### src/t04_macros.svh
`ifndef T04_MACROS_SVH
`define T04_MACROS_SVH

// cycles each keypad column stays driven low
`define T04_SCAN_CYCLES 16

// matching scan rounds needed before a press counts
`define T04_DEBOUNCE_COUNT 3

// wrx low time, then high time, per byte
`define T04_WR_PHASE 2

// screen operation queue entries
`define T04_QUEUE_DEPTH 4

// register offsets on the AXI4-Lite port
`define T04_ADDR_W 8
`define T04_ADDR_STATUS 8'h00
`define T04_ADDR_KEY 8'h04
`define T04_ADDR_BYTE 8'h08
`define T04_ADDR_FILL 8'h0C

`endif

### src/t04_pkg.sv
package t04_pkg;

  // column index * 4 + row index
  typedef logic [3:0] t04_keyCode_t;

  // BYTE register layout
  typedef struct packed {
    logic [22:0] rsvd;
    logic        cmd;
    logic [7:0]  data;
  } t04_byteView_t;

  // FILL register layout
  typedef struct packed {
    logic [15:0] count;
    logic [7:0]  rsvd;
    logic [7:0]  data;
  } t04_fillView_t;

  // one write word, read either as a single byte or as a fill
  typedef union packed {
    t04_byteView_t byteView;
    t04_fillView_t fillView;
  } t04_screenWord_u;

  // queued screen work
  // count of 1 for a single byte
  typedef struct packed {
    logic        cmd;
    logic [7:0]  data;
    logic [15:0] count;
  } t04_screenOp_t;

endpackage

### src/t04_screenIf.sv
interface t04_screenIf;
  import t04_pkg::*;

  // op moves when valid and ready are both high
  logic          valid;
  logic          ready;
  t04_screenOp_t op;

  // register block side
  modport source (
    output valid,
    output op,
    input  ready
  );

  // lcd writer side
  modport sink (
    input  valid,
    input  op,
    output ready
  );

endinterface

### src/t04_keypadScan.sv
`include "t04_macros.svh"

module t04_keypadScan (
  input  logic                  clk,
  input  logic                  arstN,
  input  logic [3:0]            row,
  output logic [3:0]            column,
  output logic                  keyStrobe,
  output t04_pkg::t04_keyCode_t keyCode,
  output logic [4:0]            button
);
  import t04_pkg::*;

  localparam int SlotW = $clog2(`T04_SCAN_CYCLES);
  localparam int DebW  = $clog2(`T04_DEBOUNCE_COUNT + 1);

  logic [SlotW-1:0] slotCnt;
  logic [1:0]       colIdx;
  logic             scanning;
  logic             slotEnd;
  logic             rowHit;
  logic [1:0]       rowIdx;
  logic             roundHit;
  t04_keyCode_t     roundCode;
  logic             hitNow;
  t04_keyCode_t     codeNow;
  t04_keyCode_t     candCode;
  logic [DebW-1:0]  stableCnt;
  logic             armed;

  assign slotEnd = (slotCnt == SlotW'(`T04_SCAN_CYCLES - 1));
  // rows are pulled low by a pressed key
  assign rowHit  = scanning && (row != 4'hF);

  // lowest pressed row wins
  always_comb begin
    rowIdx = 2'd0;
    for (int i = 3; i >= 0; i--) begin
      if (!row[i]) begin
        rowIdx = 2'(i);
      end
    end
  end

  // first key seen this round, including the slot ending now
  assign hitNow  = roundHit || rowHit;
  assign codeNow = roundHit ? roundCode : {colIdx, rowIdx};

  // column walk, one slot per column
  always_ff @(posedge clk or negedge arstN) begin
    if (!arstN) begin
      slotCnt  <= '0;
      colIdx   <= 2'd3;
      scanning <= 1'b0;
      column   <= 4'hF;
    end else if (!scanning || slotEnd) begin
      slotCnt  <= '0;
      colIdx   <= colIdx + 2'd1;
      scanning <= 1'b1;
      column   <= ~(4'b0001 << (colIdx + 2'd1));
    end else begin
      slotCnt <= slotCnt + 1'b1;
    end
  end

  // round result feeds the debouncer at the last column
  always_ff @(posedge clk or negedge arstN) begin
    if (!arstN) begin
      roundHit  <= 1'b0;
      roundCode <= '0;
      candCode  <= '0;
      stableCnt <= '0;
      armed     <= 1'b1;
      keyStrobe <= 1'b0;
      keyCode   <= '0;
    end else begin
      keyStrobe <= 1'b0;
      if (scanning && slotEnd) begin
        if (colIdx != 2'd3) begin
          roundHit  <= hitNow;
          roundCode <= codeNow;
        end else begin
          roundHit <= 1'b0;
          if (!armed) begin
            // rearm only after a round with nothing down
            armed <= !hitNow;
          end else if (!hitNow) begin
            stableCnt <= '0;
          end else if (stableCnt != '0 && codeNow == candCode) begin
            if (stableCnt == DebW'(`T04_DEBOUNCE_COUNT - 1)) begin
              keyStrobe <= 1'b1;
              keyCode   <= candCode;
              armed     <= 1'b0;
              stableCnt <= '0;
            end else begin
              stableCnt <= stableCnt + 1'b1;
            end
          end else begin
            // new candidate, start counting again
            candCode  <= codeNow;
            stableCnt <= DebW'(1);
          end
        end
      end
    end
  end

  // held flag above the latest code
  assign button = {!armed, keyCode};

  // once scanning, exactly one column is low
  assert property (@(posedge clk) disable iff (!arstN) scanning |-> $onehot(~column));
  // one strobe per press
  assert property (@(posedge clk) disable iff (!arstN) keyStrobe |=> !keyStrobe);

endmodule

### src/t04_mmio.sv
`include "t04_macros.svh"

module t04_mmio (
  input  logic                   clk,
  input  logic                   arstN,
  input  logic [`T04_ADDR_W-1:0] awaddr,
  input  logic                   awvalid,
  output logic                   awready,
  input  logic [31:0]            wdata,
  input  logic [3:0]             wstrb,
  input  logic                   wvalid,
  output logic                   wready,
  output logic [1:0]             bresp,
  output logic                   bvalid,
  input  logic                   bready,
  input  logic [`T04_ADDR_W-1:0] araddr,
  input  logic                   arvalid,
  output logic                   arready,
  output logic [31:0]            rdata,
  output logic [1:0]             rresp,
  output logic                   rvalid,
  input  logic                   rready,
  input  logic                   keyStrobe,
  input  t04_pkg::t04_keyCode_t  keyCode,
  input  logic                   screenBusy,
  t04_screenIf.source            scr
);
  import t04_pkg::*;

  localparam int QDepth = `T04_QUEUE_DEPTH;
  localparam int PtrW   = (QDepth > 1) ? $clog2(QDepth) : 1;
  localparam int CntW   = $clog2(QDepth + 1);
  localparam logic [1:0] RespOkay = 2'b00;
  localparam logic [1:0] RespSlvErr = 2'b10;

  t04_screenOp_t   queueMem [QDepth];
  logic [PtrW-1:0] wrPtr;
  logic [PtrW-1:0] rdPtr;
  logic [CntW-1:0] qCount;
  logic            qFull;
  logic            qPush;
  logic            qPop;
  logic            wrIsQueue;
  logic            wrAccept;
  logic            wrErr;
  logic [31:0]     strbMask;
  t04_screenWord_u wrWord;
  t04_screenOp_t   newOp;
  logic            rdAccept;
  logic            keyValid;
  t04_keyCode_t    keyHeld;

  assign qFull = (qCount == CntW'(QDepth));

  // unstrobed bytes read as zero
  assign strbMask = {{8{wstrb[3]}}, {8{wstrb[2]}}, {8{wstrb[1]}}, {8{wstrb[0]}}};
  assign wrWord   = wdata & strbMask;

  assign wrIsQueue = (awaddr == `T04_ADDR_BYTE) || (awaddr == `T04_ADDR_FILL);
  // full queue only stalls queue registers
  assign wrAccept  = awvalid && wvalid && !bvalid && (!qFull || !wrIsQueue);
  assign awready   = wrAccept;
  assign wready    = wrAccept;

  // write decode, word seen through the union views
  always_comb begin
    newOp = '0;
    qPush = 1'b0;
    wrErr = 1'b1;
    case (awaddr)
      `T04_ADDR_BYTE: begin
        wrErr      = 1'b0;
        newOp.cmd  = wrWord.byteView.cmd;
        newOp.data = wrWord.byteView.data;
        newOp.count = 16'd1;
        qPush      = wrAccept;
      end
      `T04_ADDR_FILL: begin
        wrErr       = 1'b0;
        newOp.data  = wrWord.fillView.data;
        newOp.count = wrWord.fillView.count;
        // zero count is a no-op
        qPush       = wrAccept && (wrWord.fillView.count != 16'd0);
      end
      default: wrErr = 1'b1;
    endcase
  end

  // write response channel
  always_ff @(posedge clk or negedge arstN) begin
    if (!arstN) begin
      bvalid <= 1'b0;
      bresp  <= RespOkay;
    end else if (wrAccept) begin
      bvalid <= 1'b1;
      bresp  <= wrErr ? RespSlvErr : RespOkay;
    end else if (bready) begin
      bvalid <= 1'b0;
    end
  end

  // circular queue toward the writer
  assign qPop      = scr.valid && scr.ready;
  assign scr.valid = (qCount != '0);
  assign scr.op    = queueMem[rdPtr];

  always_ff @(posedge clk) begin
    if (qPush) begin
      queueMem[wrPtr] <= newOp;
    end
  end

  always_ff @(posedge clk or negedge arstN) begin
    if (!arstN) begin
      wrPtr  <= '0;
      rdPtr  <= '0;
      qCount <= '0;
    end else begin
      if (qPush) begin
        wrPtr <= (wrPtr == PtrW'(QDepth - 1)) ? '0 : wrPtr + 1'b1;
      end
      if (qPop) begin
        rdPtr <= (rdPtr == PtrW'(QDepth - 1)) ? '0 : rdPtr + 1'b1;
      end
      qCount <= qCount + CntW'(qPush) - CntW'(qPop);
    end
  end

  // read channel
  assign arready  = !rvalid;
  assign rdAccept = arvalid && arready;

  always_ff @(posedge clk or negedge arstN) begin
    if (!arstN) begin
      rvalid <= 1'b0;
      rresp  <= RespOkay;
      rdata  <= '0;
    end else if (rdAccept) begin
      rvalid <= 1'b1;
      rresp  <= RespOkay;
      case (araddr)
        `T04_ADDR_STATUS: rdata <= {24'd0, keyHeld, 1'b0, screenBusy, qFull, keyValid};
        `T04_ADDR_KEY:    rdata <= {27'd0, keyValid, keyHeld};
        default: begin
          rdata <= '0;
          rresp <= RespSlvErr;
        end
      endcase
    end else if (rready) begin
      rvalid <= 1'b0;
    end
  end

  // newest key wins over a clearing KEY read
  always_ff @(posedge clk or negedge arstN) begin
    if (!arstN) begin
      keyValid <= 1'b0;
      keyHeld  <= '0;
    end else if (keyStrobe) begin
      keyValid <= 1'b1;
      keyHeld  <= keyCode;
    end else if (rdAccept && araddr == `T04_ADDR_KEY) begin
      keyValid <= 1'b0;
    end
  end

  // responses hold until taken
  assert property (@(posedge clk) disable iff (!arstN)
    bvalid && !bready |=> bvalid && $stable(bresp));
  assert property (@(posedge clk) disable iff (!arstN)
    rvalid && !rready |=> rvalid && $stable(rdata) && $stable(rresp));
  // occupancy stays within depth
  assert property (@(posedge clk) disable iff (!arstN) qCount <= CntW'(QDepth));

endmodule

### src/t04_screenWriter.sv
`include "t04_macros.svh"

module t04_screenWriter (
  input  logic      clk,
  input  logic      arstN,
  t04_screenIf.sink scr,
  output logic      screenBusy,
  output logic      screenCsx,
  output logic      screenDcx,
  output logic      screenWrx,
  output logic [7:0] screenData
);
  import t04_pkg::*;

  localparam int PhW = (`T04_WR_PHASE > 1) ? $clog2(`T04_WR_PHASE) : 1;
  localparam logic [1:0] StIdle  = 2'd0;
  localparam logic [1:0] StSetup = 2'd1;
  localparam logic [1:0] StLow   = 2'd2;
  localparam logic [1:0] StHigh  = 2'd3;

  logic [1:0]     state;
  logic [PhW-1:0] phaseCnt;
  logic           phaseEnd;
  logic [15:0]    remaining;

  assign phaseEnd = (phaseCnt == PhW'(`T04_WR_PHASE - 1));

  // take new work only when idle
  assign scr.ready  = (state == StIdle);
  assign screenBusy = (state != StIdle);
  // port strobes decoded from state
  assign screenCsx  = (state == StIdle);
  assign screenWrx  = (state != StLow);

  always_ff @(posedge clk or negedge arstN) begin
    if (!arstN) begin
      state     <= StIdle;
      phaseCnt  <= '0;
      remaining <= '0;
    end else begin
      case (state)
        StIdle: begin
          if (scr.valid) begin
            remaining <= scr.op.count;
            state     <= StSetup;
          end
        end
        // csx low one cycle before the first wrx fall
        StSetup: begin
          phaseCnt <= '0;
          state    <= StLow;
        end
        StLow: begin
          if (phaseEnd) begin
            phaseCnt <= '0;
            state    <= StHigh;
          end else begin
            phaseCnt <= phaseCnt + 1'b1;
          end
        end
        StHigh: begin
          if (phaseEnd) begin
            phaseCnt <= '0;
            // last byte ends the operation
            if (remaining <= 16'd1) begin
              state <= StIdle;
            end else begin
              remaining <= remaining - 16'd1;
              state     <= StLow;
            end
          end else begin
            phaseCnt <= phaseCnt + 1'b1;
          end
        end
        default: state <= StIdle;
      endcase
    end
  end

  // byte and dc level, latched once per operation
  always_ff @(posedge clk) begin
    if (scr.valid && scr.ready) begin
      screenData <= scr.op.data;
      screenDcx  <= !scr.op.cmd;
    end
  end

  // panel latches on wrx rise, bus must be quiet while low
  assert property (@(posedge clk) disable iff (!arstN)
    !screenWrx |-> $stable(screenData) && $stable(screenDcx));

endmodule

### src/t04_top.sv
`include "t04_macros.svh"

module t04_top (
  input  logic                   clk,
  input  logic                   arstN,
  input  logic [`T04_ADDR_W-1:0] awaddr,
  input  logic                   awvalid,
  output logic                   awready,
  input  logic [31:0]            wdata,
  input  logic [3:0]             wstrb,
  input  logic                   wvalid,
  output logic                   wready,
  output logic [1:0]             bresp,
  output logic                   bvalid,
  input  logic                   bready,
  input  logic [`T04_ADDR_W-1:0] araddr,
  input  logic                   arvalid,
  output logic                   arready,
  output logic [31:0]            rdata,
  output logic [1:0]             rresp,
  output logic                   rvalid,
  input  logic                   rready,
  input  logic [3:0]             row,
  output logic [3:0]             column,
  output logic [4:0]             button,
  output logic                   screenCsx,
  output logic                   screenDcx,
  output logic                   screenWrx,
  output logic [7:0]             screenData
);
  import t04_pkg::*;

  // keypad to register block
  logic         keyStrobe;
  t04_keyCode_t keyCode;
  logic         screenBusy;

  // queued screen operations
  t04_screenIf scrIf ();

  t04_keypadScan u_keypadScan (
    .clk       (clk),
    .arstN     (arstN),
    .row       (row),
    .column    (column),
    .keyStrobe (keyStrobe),
    .keyCode   (keyCode),
    .button    (button)
  );

  t04_mmio u_mmio (
    .clk        (clk),
    .arstN      (arstN),
    .awaddr     (awaddr),
    .awvalid    (awvalid),
    .awready    (awready),
    .wdata      (wdata),
    .wstrb      (wstrb),
    .wvalid     (wvalid),
    .wready     (wready),
    .bresp      (bresp),
    .bvalid     (bvalid),
    .bready     (bready),
    .araddr     (araddr),
    .arvalid    (arvalid),
    .arready    (arready),
    .rdata      (rdata),
    .rresp      (rresp),
    .rvalid     (rvalid),
    .rready     (rready),
    .keyStrobe  (keyStrobe),
    .keyCode    (keyCode),
    .screenBusy (screenBusy),
    .scr        (scrIf.source)
  );

  t04_screenWriter u_screenWriter (
    .clk        (clk),
    .arstN      (arstN),
    .scr        (scrIf.sink),
    .screenBusy (screenBusy),
    .screenCsx  (screenCsx),
    .screenDcx  (screenDcx),
    .screenWrx  (screenWrx),
    .screenData (screenData)
  );

endmodule

### config.mk
export PLATFORM = sky130hd
export DESIGN_NAME = t04_top
export DESIGN_NICKNAME = d
export VERILOG_FILES = /design/src/t04_pkg.sv /design/src/t04_screenIf.sv /design/src/t04_keypadScan.sv /design/src/t04_mmio.sv /design/src/t04_screenWriter.sv /design/src/t04_top.sv
export VERILOG_INCLUDE_DIRS = /design/src
export SDC_FILE = /design/constraint.sdc
export NUM_CORES = 1
export LEC_CHECK = 0
export BUFFER_PORTS_ARGS = -buffer_cell sky130_fd_sc_hd__buf_2
export CAP_MARGIN = 20
export CORE_MARGIN = 5
export CORE_UTILIZATION = 40
export CTS_BUF_LIST = sky130_fd_sc_hd__clkbuf_2 sky130_fd_sc_hd__clkbuf_4 sky130_fd_sc_hd__clkbuf_8
export CTS_CLUSTER_DIAMETER = 30
export DETAILED_ROUTE_END_ITERATION = 16
export GPL_ROUTABILITY_DRIVEN = 1
export HOLD_SLACK_MARGIN = 0.12
export PLACE_DENSITY = 0.69
export RECOVER_POWER = 25
export SLEW_MARGIN = 0
export SYNTH_ARGS = -nofsm -noshare
export SYNTH_HDL_FRONTEND = slang
export SYNTH_HIERARCHICAL = 1
export SYNTH_SLANG_ARGS = --single-unit
### constraint.sdc
create_clock -name clk -period 2.25 [get_ports clk]
set_input_delay 0 -clock clk [delete_from_list [all_inputs] [get_ports clk]]
set_output_delay 0 -clock clk [all_outputs]
set_load 0.1 [all_outputs]
* Word level (Yosys, flattened, before mapping)
Memory sizes are Yosys's and may differ from the RTL's.
Cells that the tools add are included.
Widths: inputs -> output; s select.
** Cells by class
- Add/subtract/negate cells :: 9
- Magnitude comparators :: 1
- Reductions and logical operators :: 43
- Multiplexer cells :: 47
- Eq/ne operators :: 19
- Bitwise operators :: 4
- Shift-type cells :: 1
** Operators by type and width (count)
- $mux 16 :: 3
- $pmux 24 s2 :: 1
- $and 32x32->32 :: 1
- $pmux 16 s2 :: 1
- $mux 2 :: 15
- $mux 1 :: 21
- $eq 8x4->1 const B :: 2
- $le 16x1->1 const B :: 1
- $pmux 8 s2 :: 1
- $reduce_bool 16->1 :: 1
- $sub 16x1->16 const B :: 1
- $reduce_bool 2->1 :: 7
- $eq 2x2->1 const B :: 5
- $logic_and 1x1->1 :: 10
- $add 2x1->2 const B :: 4
- $eq 8x3->1 const B :: 1
- $logic_not 1->1 :: 8
- $logic_not 8->1 :: 1
- $mux 4 :: 2
- $pmux 2 s4 :: 1
- $ne 2x1->1 const B :: 3
- $ne 2x2->1 const B :: 3
- $reduce_and 3->1 :: 2
- $reduce_and 6->1 :: 1
- other kinds (20) :: 28
** Storage, ports and cells
- Flip-flop bits (word level) :: 106
- Output and inout port bits :: 61
- Bits of input ports :: 63
- Word-level logic and storage cells :: 151
- Bits in writable memories :: 100
- Memories kept :: 1
** Memories
- u_mmio.queueMem :: depth 4, width 25, rd ports 1, clocked after Yosys merged registers in 0, write ports 1, RTL line t04_mmio.sv:36 : t04_screenOp_t queueMem [QDepth];

* Depth between registers and ports, before layout
- Word-level depth :: 12
- Depth in mapped cells :: 11
- Depth with buffers taken out :: 11

* Modules after synthesis
The synthesis kept the hierarchy.
** By module, submodules not included
- t04_mmio :: instances 1, area each 5242.5 µm², sequential area each 3603.5 µm², cells each 308
- t04_screenWriter :: instances 1, area each 1508.9 µm², sequential area each 745.7 µm², cells each 154
- t04_keypadScan :: instances 1, area each 1396.3 µm², sequential area each 709.4 µm², cells each 121

* Worst setup path after synthesis
No wires, ideal clock.
- Path type :: reg2reg
- Start point :: register u_mmio.bvalid
- End point :: register u_mmio.qCount[2]
- Arrival :: 2711 ps
- Library setup time :: 123 ps
- Buffers on the path :: 0
- Period minus slack after synthesis :: 2833 ps
- Required time :: 2127 ps
- Stages on the path, launching flop included :: 12
- Path slack :: -583 ps
- Cells stage by stage :: dfrtp_1 and3b_1 nand2_1 a311oi_4 inv_1 ha_1 inv_1 ha_1 inv_1 fa_1 xnor2_1 xnor2_1
** On the way
- Longest elaborated chain between the ends :: 7
** RTL lines
- start: declaration :: RTL line t04_mmio.sv:14 : output logic bvalid,
- start signal: assignment :: RTL line t04_mmio.sv:92 : bvalid <= 1'b0;
- start signal: assignment :: RTL line t04_mmio.sv:95 : bvalid <= 1'b1;
- start signal: assignment :: RTL line t04_mmio.sv:98 : bvalid <= 1'b0;
- $logic_not 1->1 * :: RTL line t04_mmio.sv:61 : assign wrAccept = awvalid && wvalid && !bvalid && (!qFull || !wrIsQueue);
- $logic_and 1x1->1 * (2 in series) :: RTL line t04_mmio.sv:61
- $logic_and 1x1->1 :: RTL line t04_mmio.sv:83 : qPush = wrAccept && (wrWord.fillView.count != 16'd0);
- $pmux 1 s2 * :: RTL line t04_mmio.sv:70 : case (awaddr)
- $add 3x1->3 * :: RTL line t04_mmio.sv:125 : qCount <= qCount + CntW'(qPush) - CntW'(qPop);
- $sub 3x1->3 * :: RTL line t04_mmio.sv:125
- end signal: assignment :: RTL line t04_mmio.sv:125
- end: declaration :: RTL line t04_mmio.sv:39 : logic [CntW-1:0] qCount;
Mark *: on every way between the ends. The rest lies on a longest branch, timed or not.
A chain may end at the register's enable or synchronous reset.

* Worst setup path in the final report
Same ends and word-level chain as after synthesis.

==> results_dict.tcl <==
set metrics [dict create \
    outcome "complete, but fails checks" \
    failed_checks "negative setup slack" \
    ctsLongestPathBuffers 2 \
    number_of_buffers_inserted_during_clock_tree_synthesis 17 \
    routed_via_count_divided_by_cell_count 4.94 \
    numPortBuffers 90 \
    worstSetupEndpointType "flip-flop" \
    finalHoldWorstSlack_ns 0.163 \
    max_slew_margin 0.183 \
    path_class "reg -> reg" \
    yosys.area.top_type_share 0.402 \
    post_drt_wl_per_cell_um 15.5 \
    cp_slowest_cell "dfrtp_4" \
    die_width_um 153 \
    postSynthAreaPerCell_um2 14.0 \
    crit_chain "and3b_2 > nand2_4 > a311oi_4 > inv_1 > ha_1 > inv_1 > ha_1 > inv_1 > fa_2 > xnor2_2 > xnor2_1" \
    synthArstFlopShare 0.394 \
    powerDensity_mw_per_mm2 940 \
    drtAntennaViolNets 0 \
    diodes 0 \
    worst_setup_path_start_kind "flip-flop" \
    synth.top_cells.by_area "edfxtp_1 (40%), dfrtp_1 (20%), mux4_2 (6.9%), buf_4 (2.9%), dfstp_2 (2.3%)" \
    synth.yosys.warnings 6 \
    drt_first_iter_violations 280 \
    hold_path_class "in -> reg" \
    filler_cell_count 1747 \
    synth.most_common_cell "edfxtp_1" \
    cts.sink_count 180 \
    clock_tree.htree_level_count 4 \
    drt_wl_total_mm 16.2 \
    postCtsSetupBuffers 0 \
    grt_max_degree 49 \
    drt_drc_violations_left 0 \
    synthesis.instances 583 \
    die_height_um 153 \
    clock_tree_from_tritoncts "built" \
    fin_crit_sh 1.06 \
    core_region_area_mm2 0.0202 \
    hpwl_mm 10.6 \
    number_of_library_cell_types_mapped_by_synthesis 68 \
    grt_setup_unrepaired "yes" \
    final.min_clock_period_ns 2.38 \
    cpPeakStageDelay_ns 0.48 \
    fin_nets 835 \
    clock_tree_root_driver_cell "clkbuf_8" \
    critical-path-top-cell-by-count "inv_1" \
    first_pass_iters 5 \
    clock.fmax_mhz 421 \
    antenna_found_initial 0 \
    synth_edf_count 109 \
    design_area_mm2 0.00995 \
    first_global_vias 5161 \
    biggest_fanout_along_the_worst_timing_path 2 \
    synth.top_cells.by_count "edfxtp_1 (109), dfrtp_1 (64), nor2_1 (43)" \
    ys_seq_area_frac 0.621 \
    globalplace.congestion 0.763 \
    synth_register_bits 180 \
    drive_gt1_frac 0.287 \
    vias 5133 \
    pin_count 124 \
    placed_instances 957 \
    overflow 0 \
    finalHoldViolations 0 \
    crit_required_ns 2.60 \
    grt_pass1_wl_mm 26.7 \
    drv_cap 0 \
    fin_skew_ns 0.0153 \
    path_clk_slew_ns 0.10 \
    layout_setup_ws_ns -0.127 \
    synth.largest_area_cell "edfxtp_1" \
    worstMarginPinSlew_ns 1.23 \
    postSynth.topFlopCell "edfxtp_1" \
    setup_violations 2 \
    clk-insertion-delay-late_ns 0.47 \
    groute.usage.overall 0.143 \
    initial_core_util 0.404 \
    total_die_area_mm2 0.0233 \
    critical_path_arrival_ns 2.73 \
    rows 52 \
    post_synthesis_cell_area_mm2 0.00815 \
    cellLeakagePower_nw 4.05 \
    final_max_slew_viol_count 0 \
    placed_cell_area_mm2 0.00906 \
    areaGrowthSynthToFinish_pct 22.1 \
    layout.cells.non_filler 1040 \
    max-vdd-ir-drop_mv 0.471 \
]
-- metrics by stage --
| step | util | TNS (ns) | worst slack (ns) | total power, mW |
|---|---|---|---|---|
| after floorplan | - | -0.608 | -0.372 | 6.46 |
| after global placement | 0.449 | -0.0982 | -0.0982 | 7.14 |
| after detailed placement | 0.449 | -0.261 | -0.161 | 7.20 |
| after CTS | 0.495 | -0.214 | -0.148 | 9.44 |
| after global routing | 0.493 | -0.345 | -0.212 | 9.89 |
| final | 0.493 | -0.178 | -0.127 | 9.35 |
-- layer usage --
metal / track usage / up-vias / part of all wire
met5: 0 / - / 0
met4: 0.0407 / 0 / 0.012
met3: 0.0392 / 14 / 0.061
met2: 0.239 / 160 / 0.50
met1: 0.185 / 2514 / 0.42
li1: - / 2445 / -
-- critical path, delay by kind of cell (launching register included) --
| family | cells | cell delay, ns |
|---|---|---|
| xor+xnor | 2 | 0.26 |
| fa+ha+maj | 3 | 0.77 |
| simple gates | 2 | 0.35 |
| flops | 1 | 0.48 |
| buf+inv | 3 | 0.18 |
| compound gates | 1 | 0.22 |
-- placed cells by master (no fill, tap or decap), drive strengths merged, types with 11 or more instances in the layout --
master / count
and3: 11
clkbuf: 40
dlygate4sd3: 51
nor3: 14
buf: 107
a21oi: 24
inv: 47
conb: 27
dfrtp: 64
o21ai: 26
mux4: 25
mux2: 15
nand2: 28
edfxtp: 109
nor2: 43
ha: 14
-- power by group --
part | switching (mW) | internal [mW]
combinational | 1.85 | 1.25
sequential | 0.284 | 3.82
clock | 1.30 | 0.854
-- what timing repair did --
action | CTS | global route
endpoints found under the setup margin | 89 | 2
hold buffers | 51 | 0
hold endpoints to repair | 190 | 0
pin swaps | 1 | 1
resized for setup | 6 | 2
-- area by class of cell --
| class | count | area [µm²] | share of cell area |
|---|---|---|---|
| flip-flops and latches | 180 | 5060 | 0.509 |
| clock buffers | 18 | 241 | 0.0243 |
| repair buffers | 180 | 1270 | 0.128 |
| well taps | 270 | 338 | 0.0340 |
| clock inverters | 14 | 156 | 0.0157 |
| inverters | 40 | 150 | 0.0151 |
| multi-input cells | 338 | 2720 | 0.274 |
-- worst paths after layout --
kind	start	end	slack, ns	depth (start not counted)
setup / recovery	u_mmio/bvalid$_DFFE_PN0P_	u_mmio/qCount[2]$_DFF_PN0_	-0.13	11
hold / removal	row[2]	u_keypadScan/candCode[1]$_DFFE_PN0P_	0.16	4
setup reg to reg	u_mmio/bvalid$_DFFE_PN0P_	u_mmio/qCount[2]$_DFF_PN0_	-0.13	11
hold reg to reg	u_keypadScan/slotCnt[0]$_DFF_PN0_	u_keypadScan/slotCnt[0]$_DFF_PN0_	0.47	1
max in group asynchronous	arstN	u_mmio/bvalid$_DFFE_PN0P_	0.53	3
min in group asynchronous	arstN	u_keypadScan/column[2]$_DFFE_PN1N_	0.36	2
-- sequential cells by signal, summed over array words and instances, names as in the netlist, 3 cells and up --
name                       flops
u_keypadScan/keyCode           4
u_keypadScan/roundCode         4
u_screenWriter/remaining      16
u_keypadScan/candCode          4
u_screenWriter/screenData      8
u_mmio/qCount                  3
u_keypadScan/slotCnt           4
u_mmio/rdata                   8
u_mmio/keyHeld                 4
u_keypadScan/column            4
u_mmio/queueMem              100
-- kinds of logic after synthesis --
group,after synthesis,share of synthesized area
XOR/XNOR,10,0.0126
multiplexers,45,0.0978
other,2,0.000922
adder cells (fa/ha/maj),15,0.0240
flip-flops,180,0.621
buffers and inverters,90,0.0594
AO/OA/AOI/OAI,92,0.0834
AND/OR/NAND/NOR,149,0.101
No activity file was read; power rests on OpenSTA's default activity.
